[src/trace_pkg.sv]
package trace_pkg;

    // characters of a trace line
    localparam logic [7:0] char_start  = "^";
    localparam logic [7:0] char_at     = "@";
    localparam logic [7:0] char_colon  = ":";
    localparam logic [7:0] char_dollar = "$";
    localparam logic [7:0] char_star   = "*";
    localparam logic [7:0] char_lt     = "<";
    localparam logic [7:0] char_eq     = "=";
    localparam logic [7:0] char_hash   = "#";
    localparam logic [7:0] char_space  = " ";

    // record kind
    localparam logic kind_reg = 1'b0;
    localparam logic kind_mem = 1'b1;

    // up to 9999 in binary
    localparam int time_w = 14;
    localparam int reg_w  = 14;

endpackage
[src/record_pkg.sv]
package record_pkg;

    localparam int word_w = 32;
    localparam int chan_w = 1;

    // one record per accepted line, 112 bits
    typedef struct packed {
        logic [chan_w-1:0]            chan;
        logic                         kind;
        logic [trace_pkg::time_w-1:0] time_val;
        logic [word_w-1:0]            pc;
        // addr, or the reg number zero-extended
        logic [word_w-1:0]            target;
        logic [word_w-1:0]            data;
    } trace_record_t;

endpackage

[src/trace_monitor_top.sv]
`timescale 1ns/1ps

module trace_monitor_top
    import record_pkg::*;
#(
    parameter int char_depth = 8,
    parameter int rec_depth  = 4
) (
    input  logic            clk,
    input  logic            reset,
    input  logic [1:0]      char_valid,
    input  logic [1:0][7:0] char_data,
    input  logic            rec_credit,
    output logic [1:0]      char_credit,
    output logic            rec_valid,
    output trace_record_t   rec_data
);

    localparam int n_chan = 2;

    // input FIFO to checker
    logic [n_chan-1:0]      fifo_valid;
    logic [n_chan-1:0][7:0] fifo_data;
    logic [n_chan-1:0]      pop;

    // checker to arbiter
    logic [n_chan-1:0]      rec_pending;
    logic [n_chan-1:0]      rec_grant;
    trace_record_t          rec_out [n_chan];

    // arbiter to record queue
    logic                   q_push;
    logic                   q_full;
    trace_record_t          q_data;

    for (genvar c = 0; c < n_chan; c++) begin : g_chan
        credit_fifo #(
            .payload_t (logic [7:0]),
            .depth     (char_depth),
            .counted   (1'b0)
        ) u_char_fifo (
            .clk        (clk),
            .reset      (reset),
            .push       (char_valid[c]),
            .push_data  (char_data[c]),
            .out_credit (pop[c]),
            .out_valid  (fifo_valid[c]),
            .out_data   (fifo_data[c]),
            .in_credit  (char_credit[c]),
            .full       ()
        );

        trace_line_checker #(
            .chan (chan_w'(c))
        ) u_checker (
            .clk         (clk),
            .reset       (reset),
            .char_valid  (fifo_valid[c]),
            .char_data   (fifo_data[c]),
            .rec_grant   (rec_grant[c]),
            .pop         (pop[c]),
            .rec_pending (rec_pending[c]),
            .rec_out     (rec_out[c])
        );
    end

    record_arbiter #(
        .n_chan (n_chan)
    ) u_arbiter (
        .clk         (clk),
        .reset       (reset),
        .rec_pending (rec_pending),
        .rec_in      (rec_out),
        .q_full      (q_full),
        .rec_grant   (rec_grant),
        .q_push      (q_push),
        .q_data      (q_data)
    );

    // record queue, pops against consumer credits
    credit_fifo #(
        .payload_t (trace_record_t),
        .depth     (rec_depth),
        .counted   (1'b1)
    ) u_rec_queue (
        .clk        (clk),
        .reset      (reset),
        .push       (q_push),
        .push_data  (q_data),
        .out_credit (rec_credit),
        .out_valid  (rec_valid),
        .out_data   (rec_data),
        .in_credit  (),
        .full       (q_full)
    );

endmodule

[src/record_arbiter.sv]
`timescale 1ns/1ps

module record_arbiter
    import record_pkg::*;
#(
    parameter int n_chan = 2
) (
    input  logic              clk,
    input  logic              reset,
    input  logic [n_chan-1:0] rec_pending,
    input  trace_record_t     rec_in [n_chan],
    input  logic              q_full,
    output logic [n_chan-1:0] rec_grant,
    output logic              q_push,
    output trace_record_t     q_data
);

    localparam int iw = (n_chan > 1) ? $clog2(n_chan) : 1;

    logic [iw-1:0] last;
    logic [iw-1:0] sel;
    logic          found;

    // first pending channel after the one served last
    always_comb begin
        found = 1'b0;
        sel   = last;
        for (int i = 1; i <= n_chan; i++) begin
            if (!found && rec_pending[(int'(last) + i) % n_chan]) begin
                found = 1'b1;
                sel   = iw'((int'(last) + i) % n_chan);
            end
        end
    end

    // grant and push in the same cycle
    assign q_push = found && !q_full;
    assign q_data = rec_in[sel];

    always_comb begin
        rec_grant = '0;
        if (q_push) begin
            rec_grant[sel] = 1'b1;
        end
    end

    always_ff @(posedge clk) begin
        if (reset) begin
            // channel 0 goes first after reset
            last <= iw'(n_chan - 1);
        end else if (q_push) begin
            last <= sel;
        end
    end

endmodule

[src/trace_line_checker.sv]
`timescale 1ns/1ps

module trace_line_checker
    import trace_pkg::*, record_pkg::*;
#(
    parameter logic [chan_w-1:0] chan = '0
) (
    input  logic          clk,
    input  logic          reset,
    input  logic          char_valid,
    input  logic [7:0]    char_data,
    input  logic          rec_grant,
    output logic          pop,
    output logic          rec_pending,
    output trace_record_t rec_out
);

    typedef enum logic [3:0] {
        st_idle,
        st_time,
        st_pc,
        st_colon,
        st_reg,
        st_reg_sp,
        st_reg_lt,
        st_reg_data,
        st_addr,
        st_mem_sp,
        st_mem_lt,
        st_mem_data
    } state_t;

    state_t            state;
    state_t            state_next;

    // digit counters per field
    logic [2:0]        cnt_time;
    logic [3:0]        cnt_pc;
    logic [2:0]        cnt_reg;
    logic [3:0]        cnt_addr;
    logic [3:0]        cnt_data;

    // captured field values
    logic [time_w-1:0] time_acc;
    logic [word_w-1:0] pc_acc;
    logic [reg_w-1:0]  reg_acc;
    logic [word_w-1:0] addr_acc;
    logic [word_w-1:0] data_acc;

    logic              take;
    logic              is_dec;
    logic              is_hex;
    logic [3:0]        nib;
    logic              dig_time;
    logic              dig_pc;
    logic              dig_reg;
    logic              dig_addr;
    logic              dig_data;
    logic              line_done;
    logic              line_kind;

    // no new character while a record waits for the arbiter
    assign take = char_valid && !rec_pending;
    assign pop  = take;

    assign is_dec = (char_data >= "0") && (char_data <= "9");
    assign is_hex = is_dec || ((char_data >= "a") && (char_data <= "f"));
    assign nib    = is_dec ? char_data[3:0] : char_data[3:0] + 4'd9;

    always_comb begin
        // anything unexpected abandons the line, ^ restarts it
        state_next = (char_data == char_start) ? st_time : st_idle;
        dig_time   = 1'b0;
        dig_pc     = 1'b0;
        dig_reg    = 1'b0;
        dig_addr   = 1'b0;
        dig_data   = 1'b0;
        line_done  = 1'b0;
        line_kind  = kind_reg;
        case (state)
            st_time: begin
                if (is_dec && cnt_time < 3'd4) begin
                    state_next = st_time;
                    dig_time   = 1'b1;
                end else if (char_data == char_at && cnt_time != 3'd0) begin
                    state_next = st_pc;
                end
            end
            st_pc: begin
                if (is_hex && cnt_pc < 4'd8) begin
                    state_next = st_pc;
                    dig_pc     = 1'b1;
                end else if (char_data == char_colon && cnt_pc == 4'd8) begin
                    state_next = st_colon;
                end
            end
            st_colon: begin
                if (char_data == char_space) begin
                    state_next = st_colon;
                end else if (char_data == char_dollar) begin
                    state_next = st_reg;
                end else if (char_data == char_star) begin
                    state_next = st_addr;
                end
            end
            st_reg: begin
                if (is_dec && cnt_reg < 3'd4) begin
                    state_next = st_reg;
                    dig_reg    = 1'b1;
                end else if (char_data == char_space && cnt_reg != 3'd0) begin
                    state_next = st_reg_sp;
                end else if (char_data == char_lt && cnt_reg != 3'd0) begin
                    state_next = st_reg_lt;
                end
            end
            st_reg_sp: begin
                if (char_data == char_space) begin
                    state_next = st_reg_sp;
                end else if (char_data == char_lt) begin
                    state_next = st_reg_lt;
                end
            end
            st_reg_lt: begin
                if (char_data == char_eq) begin
                    state_next = st_reg_data;
                end
            end
            st_addr: begin
                if (is_hex && cnt_addr < 4'd8) begin
                    state_next = st_addr;
                    dig_addr   = 1'b1;
                end else if (char_data == char_space && cnt_addr == 4'd8) begin
                    state_next = st_mem_sp;
                end else if (char_data == char_lt && cnt_addr == 4'd8) begin
                    state_next = st_mem_lt;
                end
            end
            st_mem_sp: begin
                if (char_data == char_space) begin
                    state_next = st_mem_sp;
                end else if (char_data == char_lt) begin
                    state_next = st_mem_lt;
                end
            end
            st_mem_lt: begin
                if (char_data == char_eq) begin
                    state_next = st_mem_data;
                end
            end
            st_reg_data, st_mem_data: begin
                line_kind = (state == st_mem_data) ? kind_mem : kind_reg;
                // spaces only before the first data digit
                if (char_data == char_space && cnt_data == 4'd0) begin
                    state_next = state;
                end else if (is_hex && cnt_data < 4'd8) begin
                    state_next = state;
                    dig_data   = 1'b1;
                end else if (char_data == char_hash && cnt_data == 4'd8) begin
                    state_next = st_idle;
                    line_done  = 1'b1;
                end
            end
            default: begin
            end
        endcase
    end

    always_ff @(posedge clk) begin
        if (reset) begin
            state       <= st_idle;
            cnt_time    <= '0;
            cnt_pc      <= '0;
            cnt_reg     <= '0;
            cnt_addr    <= '0;
            cnt_data    <= '0;
            rec_pending <= 1'b0;
        end else begin
            if (take) begin
                state <= state_next;
                if (char_data == char_start) begin
                    cnt_time <= '0;
                    cnt_pc   <= '0;
                    cnt_reg  <= '0;
                    cnt_addr <= '0;
                    cnt_data <= '0;
                end else begin
                    if (dig_time) cnt_time <= cnt_time + 3'd1;
                    if (dig_pc)   cnt_pc   <= cnt_pc + 4'd1;
                    if (dig_reg)  cnt_reg  <= cnt_reg + 3'd1;
                    if (dig_addr) cnt_addr <= cnt_addr + 4'd1;
                    if (dig_data) cnt_data <= cnt_data + 4'd1;
                end
            end
            // held until the arbiter takes it
            if (rec_grant) begin
                rec_pending <= 1'b0;
            end else if (take && line_done) begin
                rec_pending <= 1'b1;
            end
        end
    end

    always_ff @(posedge clk) begin
        if (take) begin
            // decimal fields accumulate in binary
            if (dig_time) begin
                time_acc <= ((cnt_time == 3'd0) ? '0 : time_acc * time_w'(10))
                            + time_w'(nib);
            end
            if (dig_reg) begin
                reg_acc <= ((cnt_reg == 3'd0) ? '0 : reg_acc * reg_w'(10))
                           + reg_w'(nib);
            end
            // hex fields shift in a nibble at a time
            if (dig_pc) begin
                pc_acc <= {pc_acc[word_w-5:0], nib};
            end
            if (dig_addr) begin
                addr_acc <= {addr_acc[word_w-5:0], nib};
            end
            if (dig_data) begin
                data_acc <= {data_acc[word_w-5:0], nib};
            end
            if (line_done) begin
                rec_out.chan     <= chan;
                rec_out.kind     <= line_kind;
                rec_out.time_val <= time_acc;
                rec_out.pc       <= pc_acc;
                rec_out.target   <= (line_kind == kind_mem) ? addr_acc : word_w'(reg_acc);
                rec_out.data     <= data_acc;
            end
        end
    end

endmodule

[src/credit_fifo.sv]
`timescale 1ns/1ps

module credit_fifo #(
    parameter type payload_t = logic [7:0],
    parameter int  depth     = 8,
    parameter bit  counted   = 1'b1
) (
    input  logic     clk,
    input  logic     reset,
    input  logic     push,
    input  payload_t push_data,
    input  logic     out_credit,
    output logic     out_valid,
    output payload_t out_data,
    output logic     in_credit,
    output logic     full
);

    localparam int aw = (depth > 1) ? $clog2(depth) : 1;
    localparam int cw = $clog2(depth + 1);

    payload_t       mem [depth];
    logic [aw-1:0]  rd_ptr;
    logic [aw-1:0]  wr_ptr;
    logic [cw-1:0]  count;
    logic           empty;
    logic           do_pop;
    logic           do_push;

    assign empty    = (count == '0);
    assign full     = (count == cw'(depth));
    assign do_push  = push && (!full || do_pop);
    assign out_data = mem[rd_ptr];

    generate
        if (counted) begin : g_counted
            // downstream credits, one per free slot at the consumer
            logic [cw-1:0] credits;

            assign do_pop    = !empty && (credits != '0);
            assign out_valid = do_pop;

            always_ff @(posedge clk) begin
                if (reset) begin
                    credits <= cw'(depth);
                end else begin
                    case ({out_credit, do_pop})
                        2'b10:   credits <= credits + 1'b1;
                        2'b01:   credits <= credits - 1'b1;
                        default: credits <= credits;
                    endcase
                end
            end
        end else begin : g_pull
            // consumer pulls directly, out_credit acts as the pop
            assign do_pop    = !empty && out_credit;
            assign out_valid = !empty;
        end
    endgenerate

    always_ff @(posedge clk) begin
        if (do_push) begin
            mem[wr_ptr] <= push_data;
        end
    end

    always_ff @(posedge clk) begin
        if (reset) begin
            rd_ptr    <= '0;
            wr_ptr    <= '0;
            count     <= '0;
            in_credit <= 1'b0;
        end else begin
            if (do_push) begin
                wr_ptr <= (wr_ptr == aw'(depth - 1)) ? '0 : wr_ptr + 1'b1;
            end
            if (do_pop) begin
                rd_ptr <= (rd_ptr == aw'(depth - 1)) ? '0 : rd_ptr + 1'b1;
            end
            case ({do_push, do_pop})
                2'b10:   count <= count + 1'b1;
                2'b01:   count <= count - 1'b1;
                default: count <= count;
            endcase
            // one credit back to the sender per slot freed
            in_credit <= do_pop;
        end
    end

endmodule

[config.mk]
export PLATFORM = sky130hd
export DESIGN_NAME = trace_monitor_top
export DESIGN_NICKNAME = d
export VERILOG_FILES = /design/src/trace_pkg.sv /design/src/record_pkg.sv /design/src/trace_monitor_top.sv /design/src/record_arbiter.sv /design/src/trace_line_checker.sv /design/src/credit_fifo.sv
export SDC_FILE = /design/constraint.sdc
export NUM_CORES = 1
export LEC_CHECK = 0
export BUFFER_PORTS_ARGS = -buffer_cell sky130_fd_sc_hd__buf_2
export CORE_AREA = 4 4 300 302
export DETAILED_ROUTE_END_ITERATION = 10
export DIE_AREA = 0 0 304 306
export GPL_TIMING_DRIVEN = 0
export PLACE_DENSITY = 0.75
export SKIP_LAST_GASP = 1
export SLEW_MARGIN = 10
export SYNTH_ARGS = -nofsm -noshare
export SYNTH_HDL_FRONTEND = slang
export SYNTH_SLANG_ARGS = --single-unit
[constraint.sdc]
create_clock -name clk -period 29.4 [get_ports clk]
set_clock_uncertainty 0.05 [all_clocks]
set_input_delay 5.88 -clock clk [delete_from_list [all_inputs] [get_ports clk]]
set_output_delay 5.88 -clock clk [all_outputs]
set_load 0.005 [all_outputs]
Word-level counts from Yosys, hierarchy flattened
Memories as Yosys holds them, arrays and structs flattened. A register that Yosys moved wholly into a read port is not among the register bits.
Cells that the tools add are included.
{"block": "totals", "ff_bits": 549, "ram_bits": 576, "in_bits": 21, "wordCells": 442, "memories": 3}
{"block": "op_classes", "add_sub_neg": 32, "n_mul": 4, "magnitude_cmp": 23, "n_eq_ne": 67, "mux": 148, "bitwise_logic": 3, "n_reduce_logical": 113}
{"name": "u_rec_queue.mem", "words": 4, "width": 112, "read_ports": 1, "rd_ports_with_merged_regs": 1, "write_ports": 1, "line": "credit_fifo.sv:22", "text": "payload_t mem [depth];"}
{"name": "g_chan[0].u_char_fifo.mem", "words": 8, "width": 8, "read_ports": 1, "rd_ports_with_merged_regs": 1, "write_ports": 1, "line": "credit_fifo.sv:22"}
{"name": "g_chan[1].u_char_fifo.mem", "words": 8, "width": 8, "read_ports": 1, "rd_ports_with_merged_regs": 1, "write_ports": 1, "line": "credit_fifo.sv:22"}
{"operator": "$mux W112", "count": 3}
{"operator": "$mux W4", "count": 58}
{"operator": "$eq A8 B6 Y1 const B", "count": 14}
{"operator": "$mux W14", "count": 6}
{"operator": "$pmux W4 S10", "count": 2}
{"operator": "$eq A4 B4 Y1 const B", "count": 16}
{"operator": "$add A14 B4 Y14", "count": 4}
{"operator": "$mul A14 B3 Y13 const B", "count": 4}
{"operator": "$mux W1", "count": 53}
{"operator": "$mux W3", "count": 16}
{"operator": "$reduce_and A2 Y1", "count": 22}
{"operator": "$logic_and A1 B1 Y1", "count": 43}
{"operator": "$add A4 B1 Y4 const B", "count": 8}
{"operator": "$eq A4 B3 Y1 const B", "count": 8}
{"operator": "$eq A8 B7 Y1 const B", "count": 4}
{"operator": "$add A3 B1 Y3 const B", "count": 10}
{"operator": "$reduce_bool A2 Y1", "count": 14}
{"operator": "$lt A4 B4 Y1 const B", "count": 6}
{"operator": "$eq A4 B2 Y1 const B", "count": 4}
{"operator": "$ge A8 B6 Y1 const B", "count": 2}
{"operator": "$ge A8 B7 Y1 const B", "count": 2}
{"operator": "$le A8 B6 Y1 const B", "count": 2}
{"operator": "$le A8 B7 Y1 const B", "count": 2}
{"operator": "$logic_not A4 Y1", "count": 4}
{"operator": "27 further kinds", "count": 83}

Longest topological paths before layout
Gate-level depths: netlist of run 1.
{"block": "depth", "word_depth": 15, "mapped_depth": 18, "mapped_depth_nobuf": 15}

By module
Synthesis of run 1 repeated with hierarchy kept, for this count alone.
{"block": "unflattened", "cells_unflattened": 2633, "area_unflattened_um2": 47022.6}
{"module": "credit_fifo at u_rec_queue", "instances": 1, "cells_per_inst": 672, "area_per_inst_um2": 16856.2}
{"module": "trace_line_checker at g_chan[0].u_checker", "instances": 1, "cells_per_inst": 723, "area_per_inst_um2": 10948.0}
{"module": "trace_line_checker at g_chan[1].u_checker", "instances": 1, "cells_per_inst": 742, "area_per_inst_um2": 10940.5}
{"module": "credit_fifo at g_chan[1].u_char_fifo", "instances": 1, "cells_per_inst": 180, "area_per_inst_um2": 3233.1}
{"module": "credit_fifo at g_chan[0].u_char_fifo", "instances": 1, "cells_per_inst": 180, "area_per_inst_um2": 3201.8}
{"module": "record_arbiter", "instances": 1, "cells_per_inst": 136, "area_per_inst_um2": 1843.0}

Least setup slack after synthesis of run 1
No wires, ideal clock.
{"block": "synth_path", "path_kind": "reg2reg", "start": "register with a tool-made name", "end": "register g_chan[1].u_checker.rec_pending", "setup_ns": 0.109, "arrival_ns": 14.332, "path_slack_ns": 14.908, "stages_incl_launch_ff": 6, "synth_period_minus_slack_ns": 14.492, "cell_sequence": "dfxtp_1 buf_6 mux4_2 mux2_4 nor4b_1 o221a_2"}
{"item": "to (signal assigned)", "line": "trace_line_checker.sv:176", "text": "rec_pending <= 1'b0;"}
{"item": "to (signal assigned)", "line": "trace_line_checker.sv:196", "text": "rec_pending <= 1'b0;"}
{"item": "to (signal assigned)", "line": "trace_line_checker.sv:198", "text": "rec_pending <= 1'b1;"}
{"item": "to (decl)", "line": "trace_line_checker.sv:14", "text": "output logic rec_pending,"}

==> results of run 1 <==
[cell families (layout without fill, tap and decap cells)]
kind of cell / Yosys count / in the layout / share of synthesized area [%]
muxes: 329 / 329 / 11.3
and+or+nand+nor: 562 / 562 / 6.28
buffers and inverters: 184 / 551 / 1.59
xor gates and xnor gates: 82 / 82 / 1.54
DFF: 1133 / 1133 / 71.0
other: 0 / 1 / 0
adders and majority gates: 143 / 143 / 3.95
AOI/OAI and AO/OA: 291 / 291 / 4.34
[per-layer routing]
layer / vias to the layer above / track usage [%]
li1: 11200 / -
met1: 12800 / 27.4
met2: 785 / 37.2
met3: 149 / 2.65
met4: 2 / 5.62
met5: - / 0
[per-stage QoR]
| step | hold slack [ns] | setup slack (ns) | power [mW] | utilization [%] | instance area, um2 |
|---|---|---|---|---|---|
| after floorplan | 0.350 | 14.91 | 2.33 | - | 46700 |
| after global placement | 0.351 | 5.98 | 2.57 | 55.7 | 48800 |
| after detailed placement | 0.355 | 20.39 | 2.59 | 56.3 | 49400 |
| after CTS | 0.367 | 19.64 | 3.99 | 60.4 | 53000 |
| after global routing | 0.370 | 19.48 | 4.12 | 60.5 | 53000 |
| final | 0.367 | 19.71 | 3.96 | 60.5 | 53000 |
[report_power, final]
part	total (mW)	switching [mW]	internal, mW
Sequential	1.81	0.0212	1.79
Clock	1.41	0.587	0.819
Combinational	0.751	0.446	0.304
Total	3.96	1.05	2.91
[cell usage after synthesis (14+ instances only)]
library cell,n,area share [%]
a211oi_1,16,0.26
inv_1,84,0.68
edfxtp_1,1046,67
or3_1,16,0.21
dfxtp_1,87,3.7
nand4_1,16,0.21
and3_1,22,0.29
and2_1,67,0.90
clkbuf_1,64,0.51
nor2b_1,15,0.20
nor3b_1,15,0.24
o21ai_0,43,0.46
nor2_1,156,1.3
mux2_2,146,3.5
nand2_1,94,0.76
mux4_2,142,6.8
ha_1,133,3.6
xor2_1,25,0.47
buf_1,14,0.11
mux2i_1,37,0.79
nand3_1,22,0.24
nor3_1,48,0.51
xnor2_1,57,1.1
nand2b_1,23,0.31
a21oi_1,81,0.87
[worst paths after layout]
check	startpoint	end
max	flop	rec_data[96]
max reg2reg	flop	g_chan[0].u_checker.time_acc[6]
min reg2reg	g_chan[1].u_checker.pc_acc[29]	g_chan[1].u_checker.rec_out[93]
min	g_chan[1].u_checker.pc_acc[29]	g_chan[1].u_checker.rec_out[93]
[layout make-up]
class,count,share of cell area (%)
Sequential cell,1133,62.5
Multi-Input combinational cell,1407,24.3
Clock buffer,127,5.31
Tap cell,1165,2.75
Timing Repair Buffer,171,2.14
Clock inverter,69,1.54
Buffer,96,0.776
Inverter,88,0.623
Antenna cell,1,0.00472
==> results.md, run 1 <==
* # setup viols final at 0
* Min Tclk post-route at 9.69 ns
* Worst slew pin tran at 1.25 ns
* Routed Antenna Nets at 0
* M1 WL at just over 40,000 um
* Largest Register: u_rec_queue.mem
* FMAX at 103 MHz
* DRT Pass-1 Iters at 5
* Final period utilization at 33.0%
* FILL cells at about 6,100
* Post-synth net total at around 2,900
* Die height at a little over 300 um
* Core Area at 0.0877 mm2
* Final hold viol count at 0
* Hold-fix buffer count after cts at 0
* Cells on Worst Hold Path at 0
* Sequential element share of the synthesized area at a little under three quarters
* Final Slew Violations at 0
* Largest net degree at the start of global routing at 55
* CP Launch Type: flop
* Ys async rst share at 0%
* Gp weighted congestion at 0.876
* EDFF count, synth at approximately 1,000
* Max-slew headroom at roughly 17%
* Drt wl/cell at 23.0 um
* H-tree Lvls at 3
* First-pass GRT wire length at 152,000 um
* CTS tree: done
* Most frequent cells in the layout: 1,046 x edfxtp_1, 156 x nor2_1, 149 x buf_2
* Full die area at between 0.09 and 0.1 mm2
* Crit-path cells: clkbuf_1 -> clkbuf_1 -> buf_1 -> mux4_2 -> buf_2
* Largest regs: u_rec_queue.mem (448), g_chan.u_checker.rec_out (222), g_chan.u_char_fifo.mem (128)
* Clock root buffer: clkbuf_16
* Post-Syn Area at approximately 0.047 mm2
* Seq. cell area at 0.0332 mm2
* Max_cap viols at 0
* Crit-path max FO at 10
* Leak at about 18 nW
* Post-route insts no fill at ~4,300
* Initial antenna violation count at 2
* Crit path capture type: output pin
* Max layer used: met5
* Unrepaired setup endpoints after global routing: no
* Syn Area/Cell at between 15 and 20 um2
* Multi-input combinational cell area at 0.0129 mm2
* Crit Path Class: flop to output pin
* Cell depth of the worst setup path at 5
* Clock Latency Late Sink at between 0.6 and 0.7 ns
* Reg clk slew, reported paths at approximately 0.060 ns
* Worst reg-to-reg path cell count at 18
* Max reg flops at between 400 and 500
* WL met2 at 50,500 um
* Initial Utilization at a little over half
* Worst VDD drop at between 0.05 and 0.06 mV
* Total Routed Length at roughly 98,000 um
* Port Buffer Count at about 140
* Pwr dens at roughly 75 mW/mm2
* Commonest non-fill, non-tap cell in the layout: edfxtp_1
* CTS max path bufs at 3
* Post_cts resized at 0
* Fin nets at 3,167
* CP most frequent cell: clkbuf_1
* Worst endpoint data arrival time at roughly 3.8 ns
* DP Cell Count at about 4,100
* Status: complete, no violations
* HPWL after detailed placement at 66,200 um
* TritonCTS buffer count at approximately 110
* Post-route setup TNS at 0 ns
* Clock Sink Count at around 1,100
* Synth Warn # at 0
* GRT Overall Usage at 20.9%
* Die width at around 300 um
* I/O pin cnt at between 100 and 150
* DR vias/cell at about 5.9
* R2R setup slack at 23.72 ns
* Share of cells above drive strength 1 at a little under a quarter
* Yosys reg bits at about 1,100
* Vias in the first global route at around 26,000
* Top delay family on crit path: buffers and inverters
* Synth Instances at approximately 2,700
* Congestion Overflow GR at 0
* Post-CTS setup buffer count at 0
* Cell variety after synth at 100
* Area delta synth->final at 13.5%
* WL met3 at between 5000 and 6000 um
* DR vias at 25,000
* Remaining DRCs at 0
* Initial DRC Count at 2,235
* Slowest cell on crit path: clkbuf_1
* Floorplan row count at 109
* Top_reg_cell synth: edfxtp_1
* Worst Path Buf+Inv at 4
* Min-Delay Path Class: flop to flop
* Worst EP required at around 23 ns
* Worst path max stage delay at about 0.83 ns
Note: power is estimated with default switching activity, not from simulation.
==> run 2: changes to the inputs <==
- ABC_AREA: unset -> 1
- CORE_AREA: 4 4 300 302 -> 4 4 303 305
- DIE_AREA: 0 0 304 306 -> 0 0 307 309
- clock period: 29.4 -> 9.8 ns (I/O delays scaled with it)
==> results.md, run 2 <==
* CP most frequent cell: clkbuf_1
* CTS tree: done
* Fin nets at 4,561 (+44%)
* Min setup slack post-route at 2.05 ns (-17.66 ns)
* Initial DRC Count at 2,774 (+24%)
* Synth Warn # at 0 (unchanged)
* Final Slew Violations at 0 (unchanged)
* Status: complete, no violations
* Cell variety after synth at 53 (-47%)
* Worst slew pin tran at 1.34 ns (+0.0898 ns)
* Unrepaired setup endpoints after global routing: no
* Post_cts resized at 0 (unchanged)
* Initial Utilization at 53.4% (+0.18 points)
* Full die area at 0.0949 mm2 (+2.0%)
* CTS max path bufs at 3 (unchanged)
* DR vias at 30,800 (+23%)
* M1 WL at 42,900 um (+6.6%)
* Leak at 20.9 nW (+19%)
* Largest Register: u_rec_queue.mem
* H-tree Lvls at 3 (unchanged)
* Routed Antenna Nets at 0 (unchanged)
* Hold-fix buffer count after cts at 0 (unchanged)
* DP Cell Count at 5,464 (+35%)
* GRT Overall Usage at 22.3% (+1.5 points)
* Dpl ws at 2.85 ns (-17.54 ns)
* Share of cells above drive strength 1 at 10.2% (-13 points)
* # setup viols final at 0 (unchanged)
* Min Tclk post-route at between 7 and 8 ns
* FILL cells at 6,673 (+9.1%)
* Clock Latency Late Sink at 0.70 ns (+0.02 ns)
* Max-slew headroom at 10.7% (-6.0 points)
* Max layer used: met5
* Worst hold slack at 0.341 ns (-0.0257 ns)
* Final period utilization at between 70% and 80%
* Initial antenna violation count at 4 (+2)
* Worst VDD drop at 0.180 mV (+210%)
* Top_reg_cell synth: edfxtp_1
* Crit-path cells: clkbuf_1 -> clkbuf_1 -> clkinv_1 -> clkbuf_1 -> clkbuf_1 -> nor2_1 -> o22ai_1 -> buf_2
* FMAX at approximately 130 MHz
* Largest regs: u_rec_queue.mem (448), g_chan.u_checker.rec_out (222), g_chan.u_char_fifo.mem (128)
* Pwr dens at 232 mW/mm2 (+210%)
* Commonest non-fill, non-tap cell in the layout: edfxtp_1
* Port Buffer Count at 134 (-0.74%)
* Crit path capture type: output pin
* Post-CTS setup buffer count at 0 (unchanged)
* Syn Area/Cell at 11.6 um2 (-32%)
* Remaining DRCs at 0 (unchanged)
* Top cells by area, synth: edfxtp_1 66%, nand2_1 7.0%, nor2_1 4.1%
* Crit Path Class: flop to output pin
* Min-Delay Path Class: flop to flop
* Core Area at 0.0893 mm2 (+1.9%)
* Die width at 307 um (+0.99%)
* Worst path max stage delay at 0.97 ns (+0.14 ns)
* CP Launch Type: flop
* Top-area cell type share of the netlist area at 65.8% (-1.4 points)
* Worst endpoint data arrival time at 5.74 ns (+1.98 ns)
* Worst EP required at 7.79 ns (-15.68 ns)
* Crit-path max FO at 10 (unchanged)
* DR vias/cell at 5.43 (-7.4%)
* Floorplan row count at 110 (+0.92%)
* Final hold viol count at 0 (unchanged)
* TritonCTS buffer count at 109 (+0.93%)
* Clock Sink Count at 1,133 (unchanged)
* Ys async rst share at 0% (unchanged)
* Slowest cell on crit path: clkbuf_1
* Most frequent cells in the layout: 1,046 x edfxtp_1, 890 x nand2_1, 512 x nor2_1
* First-pass GRT wire length at 165,000 um (+8.7%)
* Post-route insts no fill at 5,670 (+33%)
* DRT Pass-1 Iters at 6 (+1)
* Post-synth net total at 4,282 (+48%)
* Commonest cells post-synth: 1,046 x edfxtp_1, 890 x nand2_1, 518 x nor2_1
* Yosys reg bits at 1,133 (unchanged)
* Total power at 12.6 mW (+220%)
* Post-Syn Area at 0.0477 mm2 (+2.2%)
* Congestion Overflow GR at 0 (unchanged)
* EDFF count, synth at 1,046 (unchanged)
* Max reg flops at 448 (unchanged)
* Largest net degree at the start of global routing at 35 (-36%)
* Vias in the first global route at 29,800 (+15%)
* Most common cell in the netlist: edfxtp_1
* Area delta synth->final at 13.5% (about the same)
* Max_cap viols at 0 (unchanged)
* Gp weighted congestion at 0.910 (+3.9%)
* Drt wl/cell at 18.9 um (-18%)
* Clock root buffer: clkbuf_16
* WL met2 at 53,500 um (+6.1%)
* Die height at 309 um (+0.98%)
* Sequential element share of the synthesized area at 69.5% (-1.5 points)
* WL met3 at 7240 um (+43%)
* Synth area leader: edfxtp_1
* HPWL after detailed placement at 73,600 um (+11%)
* Reg clk slew, reported paths at 0.06 ns (about the same)
* I/O pin cnt at 136 (unchanged)
* Total Routed Length at 107,000 um (+9.2%)
* Synth Instances at 4,120 (+51%)
[run 2: changes by cell type after synthesis, moves of 28 or more]
cell	previous run	this run
mux2_2	146	0
o22ai_1	1	113
mux4_2	142	0
mux2i_1	37	0
nand3_1	22	137
nor2_1	156	518
nor3_1	48	20
and2_1	67	0
clkbuf_1	64	111
xnor2_1	57	12
nand2_1	94	890
nand2_2	0	30
inv_1	84	374
o21ai_0	43	311
[run 2: worst paths after layout]
check,from,endpoint,slack (ns),depth (start not counted)
worst min-delay path,g_chan[1].u_checker.data_acc[3],g_chan[1].u_checker.rec_out[3],0.34,0
worst max-delay path,flop,rec_data[36],2.05,8
worst max register to register,flop,g_chan[0].u_checker.time_acc[13],5.44,19
worst min register to register,g_chan[1].u_checker.data_acc[3],g_chan[1].u_checker.rec_out[3],0.34,0
[run 2: metrics by stage]
step / area [um2] / utilization (%) / setup TNS (ns)
floorplan: 47700 / - / 0
global placement: 49900 / 55.8 / -328.32
detailed placement: 50600 / 56.6 / 0
CTS: 54200 / 60.6 / 0
global route: 54200 / 60.6 / 0
finish: 54200 / 60.6 / 0
[run 2: final cells by class]
cell class | instances | area [um2] | share of cell area (%)
repair buffers | 168 | 1330 | 2.46
well taps | 1176 | 1470 | 2.72
diodes | 2 | 5.00 | 0.00924
plain buffers | 139 | 644 | 1.19
clock buffers | 133 | 2910 | 5.37
flip-flops and latches | 1133 | 33200 | 61.2
clock inverters | 71 | 659 | 1.22
multi-input cells | 2458 | 12500 | 23.1
inverters | 390 | 1470 | 2.71
[run 2: cells by family after synthesis]
logic type / after synthesis / share of synthesized area [%]
flops: 1133 / 69.5
compound gates: 583 / 6.76
xor+xnor: 44 / 0.807
simple gates: 1690 / 14.7
buf+inv: 529 / 4.42
fa+ha+maj: 141 / 3.82
[run 2: critical path, delay by kind of cell, from the launching register on]
kind | cells | cell delay [ns]
simple gates | 1 | 0.16
flops | 1 | 0.30
buf+inv | 6 | 4.29
compound gates | 1 | 0.30
[run 2: report_power, final]
| part | leakage, nW | total (mW) | internal (mW) | switching, mW |
|---|---|---|---|---|
| clock network | 1.74 | 4.12 | 2.36 | 1.77 |
| logic | 8.78 | 3.05 | 0.923 | 2.13 |
| registers | 10.3 | 5.40 | 5.36 | 0.0472 |
[run 2: routing by layer]
metal  up-vias  track usage [%]
li1      14800                -
met1     14800             28.5
met2      1054             39.4
met3       198             3.85
met4         4             6.98
met5         -                0
